[src/verilog/issue_pkg.sv]
package issue_pkg;

    //////////////////////////////////////////////////////////////////////
    // Widths
    //////////////////////////////////////////////////////////////////////

    localparam int XLEN       = 32;
    localparam int REG_ADDR_W = 5;
    localparam int ALU_OP_W   = 12;
    localparam int MEM_TYPE_W = 3;
    localparam int ECODE_W    = 7;
    localparam int CLASS_W    = 10;

    //////////////////////////////////////////////////////////////////////
    // One-hot instruction classes
    //////////////////////////////////////////////////////////////////////

    localparam logic [CLASS_W-1:0] CLASS_ALU  = 10'h001;
    localparam logic [CLASS_W-1:0] CLASS_MUL  = 10'h004;
    localparam logic [CLASS_W-1:0] CLASS_DIV  = 10'h008;
    localparam logic [CLASS_W-1:0] CLASS_ERTN = 10'h020;

    localparam logic [XLEN-1:0] PC_STEP = 32'd4;    // Sequential fetch step

    //////////////////////////////////////////////////////////////////////
    // Issue slot as read out of the issue buffer and register file
    //////////////////////////////////////////////////////////////////////

    typedef struct packed {
        logic                  valid;
        logic [XLEN-1:0]       pc;
        logic [XLEN-1:0]       pc_pre;      // Predicted next PC
        logic [CLASS_W-1:0]    inst_class;
        logic [ALU_OP_W-1:0]   alu_op;
        logic [XLEN-1:0]       imm;
        logic [REG_ADDR_W-1:0] rd;
        logic                  rf_we;
        logic                  mem_we;
        logic [MEM_TYPE_W-1:0] mem_type;
        logic [ECODE_W-1:0]    ecode;
        logic                  ecode_we;
        logic                  sign_bit;    // Signed mul/div
        logic [XLEN-1:0]       src1;
        logic [XLEN-1:0]       src2;
    } issue_slot_t;

    //////////////////////////////////////////////////////////////////////
    // Execute lane
    //////////////////////////////////////////////////////////////////////

    typedef struct packed {
        logic                  valid;
        logic [XLEN-1:0]       pc;
        logic [XLEN-1:0]       pc_next;
        logic                  br_pd;       // Predicted taken
        logic [ALU_OP_W-1:0]   alu_op;
        logic [XLEN-1:0]       imm;
        logic [REG_ADDR_W-1:0] rd;
        logic                  rf_we;
        logic                  mem_we;
        logic [MEM_TYPE_W-1:0] mem_type;
        logic [ECODE_W-1:0]    ecode;
        logic                  ecode_we;
        logic [XLEN-1:0]       src1;
        logic [XLEN-1:0]       src2;
    } ex_lane_t;

    // Lane B special units only
    typedef struct packed {
        logic mul_en;
        logic div_en;
        logic ertn_check;
        logic sign_bit;
    } unit_ctl_t;

endpackage

[src/verilog/issue_lane_steer.sv]
module issue_lane_steer (
    input  issue_pkg::issue_slot_t i_slot0,
    input  issue_pkg::issue_slot_t i_slot1,
    output issue_pkg::ex_lane_t    o_lane_a,
    output issue_pkg::ex_lane_t    o_lane_b,
    output issue_pkg::unit_ctl_t   o_unit_ctl
);

    import issue_pkg::*;

    //////////////////////////////////////////////////////////////////////
    // Per-lane build shared by both lanes
    //////////////////////////////////////////////////////////////////////

    function automatic ex_lane_t build_lane(input issue_slot_t slot);
        logic [XLEN-1:0] pc_seq;
        ex_lane_t        lane;

        pc_seq = slot.pc + PC_STEP;

        lane.valid    = slot.valid;
        lane.pc       = slot.pc;
        lane.br_pd    = (slot.pc_pre != pc_seq);            // Even when invalid
        lane.pc_next  = slot.valid ? slot.pc_pre : pc_seq;  // Invalid falls through
        lane.alu_op   = slot.alu_op;
        lane.imm      = slot.imm;
        lane.rd       = slot.rd;
        lane.src1     = slot.src1;
        lane.src2     = slot.src2;

        // Side effects only from a live slot
        lane.rf_we    = slot.rf_we & slot.valid;
        lane.mem_we   = slot.mem_we & slot.valid;
        lane.mem_type = slot.mem_type & {MEM_TYPE_W{slot.valid}};
        lane.ecode    = slot.ecode & {ECODE_W{slot.valid}};
        lane.ecode_we = slot.ecode_we & slot.valid;

        return lane;
    endfunction

    //////////////////////////////////////////////////////////////////////
    // Slot to lane mapping
    //////////////////////////////////////////////////////////////////////

    logic        swap;
    issue_slot_t slot_a;
    issue_slot_t slot_b;

    // Anything but plain ALU in slot 0 must go to lane B
    assign swap = (i_slot0.inst_class != CLASS_ALU);

    always_comb begin
        if (swap) begin
            slot_a = i_slot1;
            slot_b = i_slot0;
        end else begin
            slot_a = i_slot0;
            slot_b = i_slot1;
        end
    end

    always_comb begin
        o_lane_a = build_lane(slot_a);
        o_lane_b = build_lane(slot_b);
    end

    //////////////////////////////////////////////////////////////////////
    // Lane B unit enables
    //////////////////////////////////////////////////////////////////////

    always_comb begin
        o_unit_ctl.mul_en     = slot_b.valid && (slot_b.inst_class == CLASS_MUL);
        o_unit_ctl.div_en     = slot_b.valid && (slot_b.inst_class == CLASS_DIV);
        o_unit_ctl.ertn_check = slot_b.valid && (slot_b.inst_class == CLASS_ERTN);
        o_unit_ctl.sign_bit   = slot_b.sign_bit;     // Copied as is
    end

endmodule

[src/verilog/issue_ex_reg.sv]
module issue_ex_reg (
    input  logic                 clk,
    input  logic                 rstn,
    input  logic                 i_stall,
    input  logic                 i_flush,
    input  issue_pkg::ex_lane_t  i_lane_a,
    input  issue_pkg::ex_lane_t  i_lane_b,
    input  issue_pkg::unit_ctl_t i_unit_ctl,
    output issue_pkg::ex_lane_t  o_lane_a,
    output issue_pkg::ex_lane_t  o_lane_b,
    output issue_pkg::unit_ctl_t o_unit_ctl
);

    //////////////////////////////////////////////////////////////////////
    // Execute stage register
    //////////////////////////////////////////////////////////////////////

    // Reset, then flush, then stall, then load
    always_ff @(posedge clk) begin
        if (!rstn) begin
            o_lane_a   <= '0;
            o_lane_b   <= '0;
            o_unit_ctl <= '0;
        end else if (i_flush) begin
            o_lane_a   <= '0;           // Bubble wins over stall
            o_lane_b   <= '0;
            o_unit_ctl <= '0;
        end else if (!i_stall) begin
            o_lane_a   <= i_lane_a;
            o_lane_b   <= i_lane_b;
            o_unit_ctl <= i_unit_ctl;
        end
    end

endmodule

[src/verilog/issue_exe_top.sv]
module issue_exe_top (
    input  logic                   clk,
    input  logic                   rstn,
    input  logic                   i_stall,
    input  logic                   i_flush,
    input  issue_pkg::issue_slot_t i_slot0,
    input  issue_pkg::issue_slot_t i_slot1,
    output issue_pkg::ex_lane_t    o_lane_a,
    output issue_pkg::ex_lane_t    o_lane_b,
    output issue_pkg::unit_ctl_t   o_unit_ctl
);

    import issue_pkg::*;

    //////////////////////////////////////////////////////////////////////
    // Steered lanes before the execute register
    //////////////////////////////////////////////////////////////////////

    ex_lane_t  steer_lane_a;
    ex_lane_t  steer_lane_b;
    unit_ctl_t steer_unit_ctl;

    issue_lane_steer issue_lane_steer_inst (
        .i_slot0    (i_slot0),
        .i_slot1    (i_slot1),
        .o_lane_a   (steer_lane_a),
        .o_lane_b   (steer_lane_b),
        .o_unit_ctl (steer_unit_ctl)
    );

    //////////////////////////////////////////////////////////////////////
    // One-cycle execute register
    //////////////////////////////////////////////////////////////////////

    issue_ex_reg issue_ex_reg_inst (
        .clk        (clk),
        .rstn       (rstn),
        .i_stall    (i_stall),
        .i_flush    (i_flush),
        .i_lane_a   (steer_lane_a),
        .i_lane_b   (steer_lane_b),
        .i_unit_ctl (steer_unit_ctl),
        .o_lane_a   (o_lane_a),
        .o_lane_b   (o_lane_b),
        .o_unit_ctl (o_unit_ctl)
    );

endmodule

[config.mk]
export PLATFORM = sky130hd
export DESIGN_NAME = issue_exe_top
export DESIGN_NICKNAME = d
export VERILOG_FILES = /design/src/verilog/issue_pkg.sv /design/src/verilog/issue_lane_steer.sv /design/src/verilog/issue_ex_reg.sv /design/src/verilog/issue_exe_top.sv
export SDC_FILE = /design/constraint.sdc
export NUM_CORES = 1
export LEC_CHECK = 0
export BUFFER_PORTS_ARGS = -buffer_cell sky130_fd_sc_hd__buf_4
export CAP_MARGIN = 30
export CORE_AREA = 2 2 306 308
export DETAILED_ROUTE_END_ITERATION = 6
export DIE_AREA = 0 0 308 310
export PLACE_DENSITY = 0.42
export SYNTH_ARGS = -nofsm -noshare
export SYNTH_HDL_FRONTEND = slang
export SYNTH_SLANG_ARGS = --single-unit
[constraint.sdc]
create_clock -name clk -period 7.5 [get_ports clk]
set_clock_uncertainty 0.05 [all_clocks]
set_input_delay 1.125 -clock clk [delete_from_list [all_inputs] [get_ports clk]]
set_output_delay 1.125 -clock clk [all_outputs]
set_load 0.1 [all_outputs]
* Yosys cells after proc, flatten, opt, wreduce, memory -nomap -nowiden
Index checks and enable logic that the tools add are counted.
Cells by class: eq/ne operators 6, $lt $le $gt $ge 0, muxes and demuxes 4, div/mod/pow operators 0, shift operators 0, reduce and logical (&&, ||, !) cells 4, add/sub/neg operators 2, $mul 0, bitwise operators 11
Operator list (count):
- 2-to-1 mux 202 bit | 2
- adder 32 x 3 -> 32 bit, second input constant | 2
- 2-to-1 mux 32 bit | 2
- inequality test 32 bit | 2
- AND 7 bit | 2
- == test 10 x 3 -> 1 bit, second input constant | 1
- == test 10 x 4 -> 1 bit, second input constant | 1
- == test 10 x 6 -> 1 bit, second input constant | 1
- inequality test 10 x 1 -> 1 bit, second input constant | 1
- AND 1 bit | 6
- AND 3 bit | 2
- logical AND 1 bit | 3
- OR reduction 2 bit | 1
- inverter 1 bit | 1
Storage, ports and cells: latch bits 0, memories 0, memory bits (read-only) 0, bits in writable memories 0, bits of input ports 408, bits in registers 388, output and inout bits 388, word-level logic and storage cells 59

* Longest topological paths before layout
Gate-level depths: netlist of the first run.
depth after elaboration 4, depth in mapped cells 20, mapped depth without buffers 14

* Cells and area by module
From an unflattened synthesis of the first run, not the netlist that was laid out.
Second synthesis, totals: cell total of the unflattened synthesis 3015, area, all modules 22995.8 µm²
By module, submodules not included:
- issue_ex_reg | instances 1, sequential area each 7767.4 µm², cells an instance 1251, area each 13824.5 µm²
- issue_lane_steer | instances 1, sequential area each 0.0 µm², cells an instance 1764, area each 9171.3 µm²

* Least setup slack after synthesis of the first run
OpenSTA, ideal clock, no wires.
path type input port to flip-flop, from input port i_slot0[132] (netlist bit), to register, netlist name issue_ex_reg_inst.o_lane_b[126], cell stages on the path 19, data required time 7.323 ns, path buffers 6, data arrival time 4.815 ns, setup time 0.127 ns, setup slack 2.508 ns, path through nor3_1 -> and4_1 -> buf_2 -> buf_2 -> buf_2 -> buf_2 -> buf_1 -> nand2_1 -> nand2_1 -> ha_1 -> clkbuf_1 -> nand4_1 -> xor2_1 -> mux2i_1 -> xnor2_1 -> a2111oi_2 -> o2111ai_1 -> nor4_1 -> a21oi_1
RTL lines:
- start, declared | RTL line issue_exe_top.sv:6 | input issue_pkg::issue_slot_t i_slot0,

* Worst setup path in the final report of the first run
from input port i_slot0[132] (netlist bit), to register, netlist name issue_ex_reg_inst.o_lane_a[126]
On the way: word-level cells in the longest chain between the ends 4
Ends and longest elaborated chain:
- inequality test 10 x 1 -> 1 bit (*) | RTL line issue_lane_steer.sv:50 | assign swap = (i_slot0.inst_class != CLASS_ALU);
- 2-to-1 mux 202 bit (*) | RTL line issue_lane_steer.sv:53 | if (swap) begin
- adder 32 x 3 -> 32 bit | RTL line issue_lane_steer.sv:19 | pc_seq = slot.pc + PC_STEP;
- inequality test 32 bit (*) | RTL line issue_lane_steer.sv:23 | lane.br_pd = (slot.pc_pre != pc_seq);
Mark *: on every way between the ends. The rest lies on a longest branch, timed or not. A chain may end at the register's enable or synchronous reset.

==> key figures, run 1 <==
Floorplanning
  – Die Area: between 0.09 and 0.1 sq mm
  – Horiz. Die Dim: between 300 and 400 microns
  – Count of pins on the block boundary: between 700 and 800
  – DIE HEIGHT: between 300 and 400 microns
  – Number of rows created at floorplan: 112
  – Initial core utilization: between 20% and 30%
  – Floorplan core area: 0.0925 sq mm

Power
  – Largest vdd supply drop: ~0.17 mV
  – Static leakage: ~13 nW
  – Power, Total: a little over 6 mW
  – Total power per unit cell area: 205 mW/mm^2

GRT
  – Number of antenna violations at the first check in global routing: 10
  – GR met2 Demand/Resource: between 30% and 40%
  – Total congestion overflow: 0
  – Vias in the first global route: 21708
  – Met3 Track Usage GR: slightly below 6%
  – Busiest metal layer after global routing: met2
  – First-pass GRT wire length: about 150 mm
  – Global Route Usage Sum: around 21%
  – Largest net degree at the start of global routing: 170
  – Routing usage on met1: between 20% and 30%

Timing
  – Relative slew margins: 32.9%
  – Highest attainable clock frequency: 200 MHz
  – Count of final hold-check violations: 0
  – Share of the cycle needed by the critical path after routing: around 67%
  – Min setup slack post-route: 2.49 ns
  – Sum of negative setup slack: 0 ns
  – Slew at the pin with the worst max-slew slack: 1.01 ns
  – Minimum clock period after layout: about 5.0 ns
  – Unrepaired setup endpoints after global routing: no
  – Max Transition Viols Final: 0
  – Setup Viol. Count Final: 0

Drt
  – Number of vias per cell after detailed routing: roughly 4.7
  – DR WL/cell: between 20 and 25 microns
  – Detailed-router iteration count before antenna repair: 7
  – Antenna violation net count after detailed routing: 0
  – Routed via count: between 20000 and 25000
  – Post-detailed-route DRC marker count: 0
  – Drt total wl: 109 mm
  – Iteration-0 DRC count of the detailed router: 1788

Critical path
  – Kind of cell adding the most delay to the critical path: simple AND/OR/NAND/NOR gates
  – Buffer and inverter count on the worst path: 3
  – Kind of launch point of the worst setup path: primary input
  – Cell mode on critical path: buf_4
  – Critical path endpoint category: register
  – Critical path start-end classification: primary input to register
  – Arrival time at the worst endpoint: around 5.5 ns
  – Reg-to-reg setup timing slack: between 6 and 7 ns
  – Critical path required time: ~8 ns
  – Highest-delay cell along the critical path: a2111oi_0
  – Maximum fanout along the worst path: 57
  – Worst path cell trace: buf_4 > nor3_1 > and4_4 > buf_4 > buf_4 > mux2i_1 > xor2_1 > o211ai_1 > a2111oi_0 > and4_1 > a21oi_1
  – Slowest Stage Delay on Critical Path: 0.79 ns

Logic synthesis
  – Number of flops mapped to enable cells by yosys: 0
  – Yosys reg bits: just under 400
  – Primary flip-flop cell chosen by synthesis mapping: dfxtp_1
  – Fraction of registers with async set/reset: 0%
  – Post-synthesis cell count: ~3100
  – Mean instance size in the synthesized netlist: 6.86 sq um
  – Synthesized Nets: between 3000 and 4000
  – Number of library cell types mapped by synthesis: about 60
  – Portion of the post-synthesis area used by sequential elements: approximately 37%
  – Post-Syn Area: around 0.021 sq mm
  – Synth warnings: 0

Clock tree
  – Deepest level of the CTS H-tree: 2
  – Maximum clock insertion buffer count: 3
  – Number of buffers inserted during clock tree synthesis: 51
  – Insertion delay of the later-clocked pin in the worst-skew pair: approximately 0.62 ns
  – Clock tree from TritonCTS: yes
  – Hold Buf Count CTS: 0
  – Post-CTS clock slew at the launch and capture registers of the worst setup and hold paths: around 0.06 ns
  – PostCTS Resize Cnt: 0
  – Clock sink count: slightly below 400
  – Buffers inserted during post-CTS setup optimization: 0
  – Library cell used as clock root buffer: clkbuf_16

Finish
  – Relative area change from synthesis to final layout: 39.4%
  – Fraction of final layout cells sized beyond drive strength 1: between 20% and 30%
  – Leading cell type in the layout, fill and taps excluded: buf_4
  – Highest-count cells in the layout ignoring fill and taps: 821 x buf_4, 711 x nand2_1, 690 x a21oi_1, 447 x nor2_1, 388 x dfxtp_1
  – Post-layout nets: between 4000 and 5000

Status
  – Run status: finished, final reports clean

Placement
  – Weighted congestion at the end of routability-driven global placement: around 0.92
  – Port Buffers: roughly 800
  – Pre-CTS setup slack: approximately 2 ns
  – Total half-perimeter wirelength after legalization and detailed placement: about 80 mm

Min path
  – Path type of the worst min-delay path: register to register

Job
  – Reported max-cap violation count: 0
-- where the power goes --
group	switching (mW)	internal [mW]	total, mW
clock network	1.04	1.49	2.53
registers	0.0381	2.13	2.17
logic	0.983	0.401	1.38
total	2.06	4.02	6.07
-- stage by stage --
stage	util, %	cells	hold WS, ns	area, sq um
3_3_place_gp	30.1	4842	0.400	27900
2_1_floorplan	-	3093	0.855	21200
3_5_place_dp	30.2	4844	0.406	27900
6_report	32.0	4936	0.413	29600
5_1_grt	32.0	4935	0.435	29600
4_1_cts	32.0	4933	0.414	29600
-- area by class of cell --
type / instances / area (sq um)
repair buffers: 827 / 6250
diodes: 3 / 7.51
inverters: 8 / 30.0
well taps: 1197 / 1500
flip-flops and latches: 388 / 7770
clock inverters: 14 / 171
fillers: 10096 / 62900
multi-input cells: 2424 / 12300
clock buffers: 75 / 1510
-- routing by layer --
metal  wire, microns  vias up
met5              91        -
li1                -    11604
met4            2800       14
met1           44700    10862
met3            7830      124
met2           53100      718
-- flip-flops by register name (all words and copies together) (netlist names) --
register and count:
issue_ex_reg_inst.o_lane_a 192, issue_ex_reg_inst.o_lane_b 192, issue_ex_reg_inst.o_unit_ctl 4
-- synthesized netlist by cell type (26+ instances only) --
cell | count | area (sq um)
mux2i_1 | 89 | 891
nand2_1 | 712 | 2670
dfxtp_1 | 388 | 7770
clkbuf_1 | 177 | 664
buf_1 | 39 | 146
nand3_1 | 37 | 185
o21ai_0 | 29 | 145
nor2_1 | 447 | 1680
nor3_1 | 59 | 295
nand4_1 | 26 | 163
xnor2_1 | 93 | 815
xor2_1 | 75 | 657
a21oi_1 | 690 | 3450
o211ai_1 | 34 | 255
buf_2 | 53 | 265
-- cell families after synthesis --
logic type,count (synthesis),synth area share (%)
flip-flops,388,36.6
adder cells (fa/ha/maj),2,0.118
multiplexers,93,4.47
AO/OA/AOI/OAI,813,20.5
XOR/XNOR,168,6.94
AND/OR/NAND/NOR,1348,26.0
buffers and inverters,281,5.34
-- worst reg2reg max path, cell delays in order (launching register included) --
cell and delay [ns]:
dfxtp_1 0.38, o21ai_0 0.35, a21oi_1 0.07
-- path summary, 6_finish.rpt --
kind | from | end | depth (start not counted)
max | i_slot0[132] | issue_ex_reg_inst.o_lane_a[126]$_SDFFE_PP0N_ | 11
min | issue_ex_reg_inst.o_unit_ctl[1]$_SDFFE_PP0N_ | issue_ex_reg_inst.o_unit_ctl[1]$_SDFFE_PP0N_ | 2
max reg2reg | issue_ex_reg_inst.o_lane_a[126]$_SDFFE_PP0N_ | issue_ex_reg_inst.o_lane_a[126]$_SDFFE_PP0N_ | 2
min reg2reg | issue_ex_reg_inst.o_unit_ctl[1]$_SDFFE_PP0N_ | issue_ex_reg_inst.o_unit_ctl[1]$_SDFFE_PP0N_ | 2
Power figures use the tool's default switching activity.
==> run 2: changes to the inputs <==
PLACE_DENSITY = 0.43   (was 0.42)
clock period = 4.4 ns   (was 7.5 ns; I/O delays follow)
==> run 2 against run 1 <==
Effect of this change: via count rose by 0.97%; worst hold slack got worse by 0.078 ns; highest routed layer unchanged; combinational power rose by 74%; count of clock-buffer cells in the layout fell by 3; design area rose by 1.9%; clock power rose by 78%; routed wire length rose by 1.4%; die area did not move; final cell count rose by 0.91%; utilization rose by 0.60 points; critical path type unchanged.
==> key figures, run 2 (synthesis results as in run 1) <==
Status
  – Run status: finished, final reports clean

Timing
  – Relative slew margins: between 20% and 30%
  – Highest attainable clock frequency: approximately 270 MHz
  – WHS: 0.335 ns
  – Slew at the pin with the worst max-slew slack: 1.05 ns
  – Setup Viol. Count Final: 0
  – Minimum clock period after layout: 3.66 ns
  – Sum of negative setup slack: 0 ns
  – Max Transition Viols Final: 0
  – Share of the cycle needed by the critical path after routing: 83.1%
  – Unrepaired setup endpoints after global routing: no
  – Count of final hold-check violations: 0

Finish
  – Utilization of the core after routing: around a third
  – Post-layout nets: roughly 4200
  – Relative area change from synthesis to final layout: 42.1%
  – Multi-input logic area: 0.0123 sq mm
  – Largest registers: issue_ex_reg_inst.o_lane_a x192, issue_ex_reg_inst.o_lane_b x192, issue_ex_reg_inst.o_unit_ctl x4
  – Leading cell type in the layout, fill and taps excluded: buf_4
  – Seq. cell area: between 0.007 and 0.008 sq mm
  – FILL cells: roughly 10000
  – Fraction of final layout cells sized beyond drive strength 1: 25.7%
  – Highest-count cells in the layout ignoring fill and taps: 849 x buf_4, 712 x nand2_1, 690 x a21oi_1, 447 x nor2_1, 388 x dfxtp_1

GRT
  – Vias in the first global route: around 22000
  – First-pass GRT wire length: 155 mm
  – Total congestion overflow: 0
  – Largest net degree at the start of global routing: 213
  – Number of antenna violations at the first check in global routing: 15
  – Global Route Usage Sum: 21.8%

Placement
  – Total half-perimeter wirelength after legalization and detailed placement: just over 80 mm
  – Port Buffers: between 700 and 800
  – Weighted congestion at the end of routability-driven global placement: 0.896

Critical path
  – Worst path cell trace: buf_4 > nor2b_1 > nand4_1 > buf_12 > mux2i_1 > inv_1 > ha_1 > buf_4 > nand3_1 > xnor2_1 > nor2_1 > a21oi_1 > xor2_1 > o211ai_1 > a2111oi_0 > buf_4 > and4_1 > a21oi_1
  – Reg-to-reg setup timing slack: 3.54 ns
  – Kind of cell adding the most delay to the critical path: simple AND/OR/NAND/NOR gates
  – Cell mode on critical path: buf_4
  – Buffer and inverter count on the worst path: 5
  – Critical path start-end classification: primary input to register
  – Launch point of the critical path: i_slot0[128]
  – Kind of launch point of the worst setup path: primary input
  – Slowest Stage Delay on Critical Path: about 0.43 ns
  – Arrival time at the worst endpoint: slightly above 4 ns
  – Capturing point of the worst reg2reg path: issue_ex_reg_inst.o_lane_a[126]$_SDFFE_PP0N_
  – Highest-delay cell along the critical path: a2111oi_0
  – Critical path endpoint category: register
  – Worst r2r path cells: 2
  – Worst r2r src: issue_ex_reg_inst.o_lane_a[126]$_SDFFE_PP0N_
  – Maximum fanout along the worst path: 8
  – Critical path required time: around 4.9 ns

Clock tree
  – Clock tree from TritonCTS: yes
  – Buffers inserted during post-CTS setup optimization: 0
  – Library cell used as clock root buffer: clkbuf_16
  – Maximum clock insertion buffer count: 3
  – PostCTS Resize Cnt: 0
  – Hold Buf Count CTS: 0
  – Deepest level of the CTS H-tree: 2
  – Insertion delay of the later-clocked pin in the worst-skew pair: about 0.63 ns
  – Clock sink count: between 300 and 400
  – Number of buffers inserted during clock tree synthesis: 52
  – Post-CTS clock slew at the launch and capture registers of the worst setup and hold paths: 0.06 ns

Min path
  – End of the worst hold path: issue_ex_reg_inst.o_unit_ctl[0]$_SDFFE_PP0N_
  – HP Start: i_slot1[64]
  – Worst hold path cell count: 5
  – Path type of the worst min-delay path: primary input to register

Power
  – Internal cell power: ~7.0 mW
  – Proportion of power drawn by combinational gates: about 23%
  – Proportion of power drawn by flip-flops and latches: between 30% and 40%
  – Static leakage: 13.0 nW
  – Power, Total: roughly 11 mW
  – Net switching component of the power: 3.60 mW
  – Largest vdd supply drop: 0.257 mV
  – Sw frac: roughly a third
  – Relative contribution of the clock network to total power: around 43%
  – Total power per unit cell area: between 300 and 400 mW/mm^2

Drt
  – Antenna violation net count after detailed routing: 0
  – DR WL/cell: 22.1 microns
  – Post-detailed-route DRC marker count: 0
  – Number of vias per cell after detailed routing: approximately 4.7
  – Drt total wl: around 110 mm
  – Detailed-router iteration count before antenna repair: 5
  – Iteration-0 DRC count of the detailed router: approximately 1500
  – Routed via count: between 20000 and 25000

Floorplanning
  – Number of rows created at floorplan: 112
  – DIE HEIGHT: approximately 310 microns
  – Floorplan core area: 0.0925 sq mm
  – Initial core utilization: 22.9%
  – Count of pins on the block boundary: around 800
  – Die Area: around 0.095 sq mm
  – Horiz. Die Dim: between 300 and 400 microns

Job
  – Reported max-cap violation count: 0
[run 2: power by group through the flow]
stage	logic, mW	clock network, mW	registers (mW)
2_1_floorplan	0.720	0	4.56
3_3_place_gp	2.41	0	3.77
3_5_place_dp	2.41	0	3.77
4_1_cts	2.41	4.68	3.69
5_1_grt	2.55	4.79	3.70
6_report	2.40	4.51	3.69
[run 2: routing by layer]
metal | GRT usage (%) | vias to the layer above | share of wire (%)
met4 | 7.84 | 18 | 3.6
met1 | 25.9 | 10968 | 40
met3 | 7.35 | 172 | 8.3
met2 | 36.5 | 719 | 48
met5 | 0 | - | 0.10
li1 | - | 11672 | -
[run 2: worst max-delay path by stage]
| stage | slack, ns | to | depth (start not counted) |
|---|---|---|---|
| floorplan | 0.10 | issue_ex_reg_inst.o_lane_b[126]$_SDFFE_PP0N_ | 19 |
| global placement | 0.15 | issue_ex_reg_inst.o_lane_a[126]$_SDFFE_PP0N_ | 18 |
| detailed placement | 0.12 | issue_ex_reg_inst.o_lane_a[126]$_SDFFE_PP0N_ | 18 |
| CTS | 0.81 | issue_ex_reg_inst.o_lane_a[126]$_SDFFE_PP0N_ | 18 |
| global route | 0.48 | issue_ex_reg_inst.o_lane_a[126]$_SDFFE_PP0N_ | 18 |
| finish | 0.74 | issue_ex_reg_inst.o_lane_a[126]$_SDFFE_PP0N_ | 18 |
[run 2: per-stage QoR]
step,cell area (sq um),cells,setup slack (ns)
2_1_floorplan,21200,3093,0.103
3_3_place_gp,28300,4882,0.147
3_5_place_dp,28400,4883,0.122
4_1_cts,30100,4975,0.807
5_1_grt,30100,4979,0.482
6_report,30100,4981,0.742
[run 2: final cells by class]
type | instances | area share (%)
multi-input cells | 2424 | 41.0
flip-flops and latches | 388 | 25.8
repair buffers | 866 | 22.3
well taps | 1197 | 4.97
clock buffers | 72 | 4.97
clock inverters | 20 | 0.888
inverters | 8 | 0.0996
diodes | 6 | 0.0498
[run 2: worst register-to-register path: cells and delay by family (launching register included)]
kind	cells	cell delay [ns]
flops	1	0.42
compound gates	2	0.31
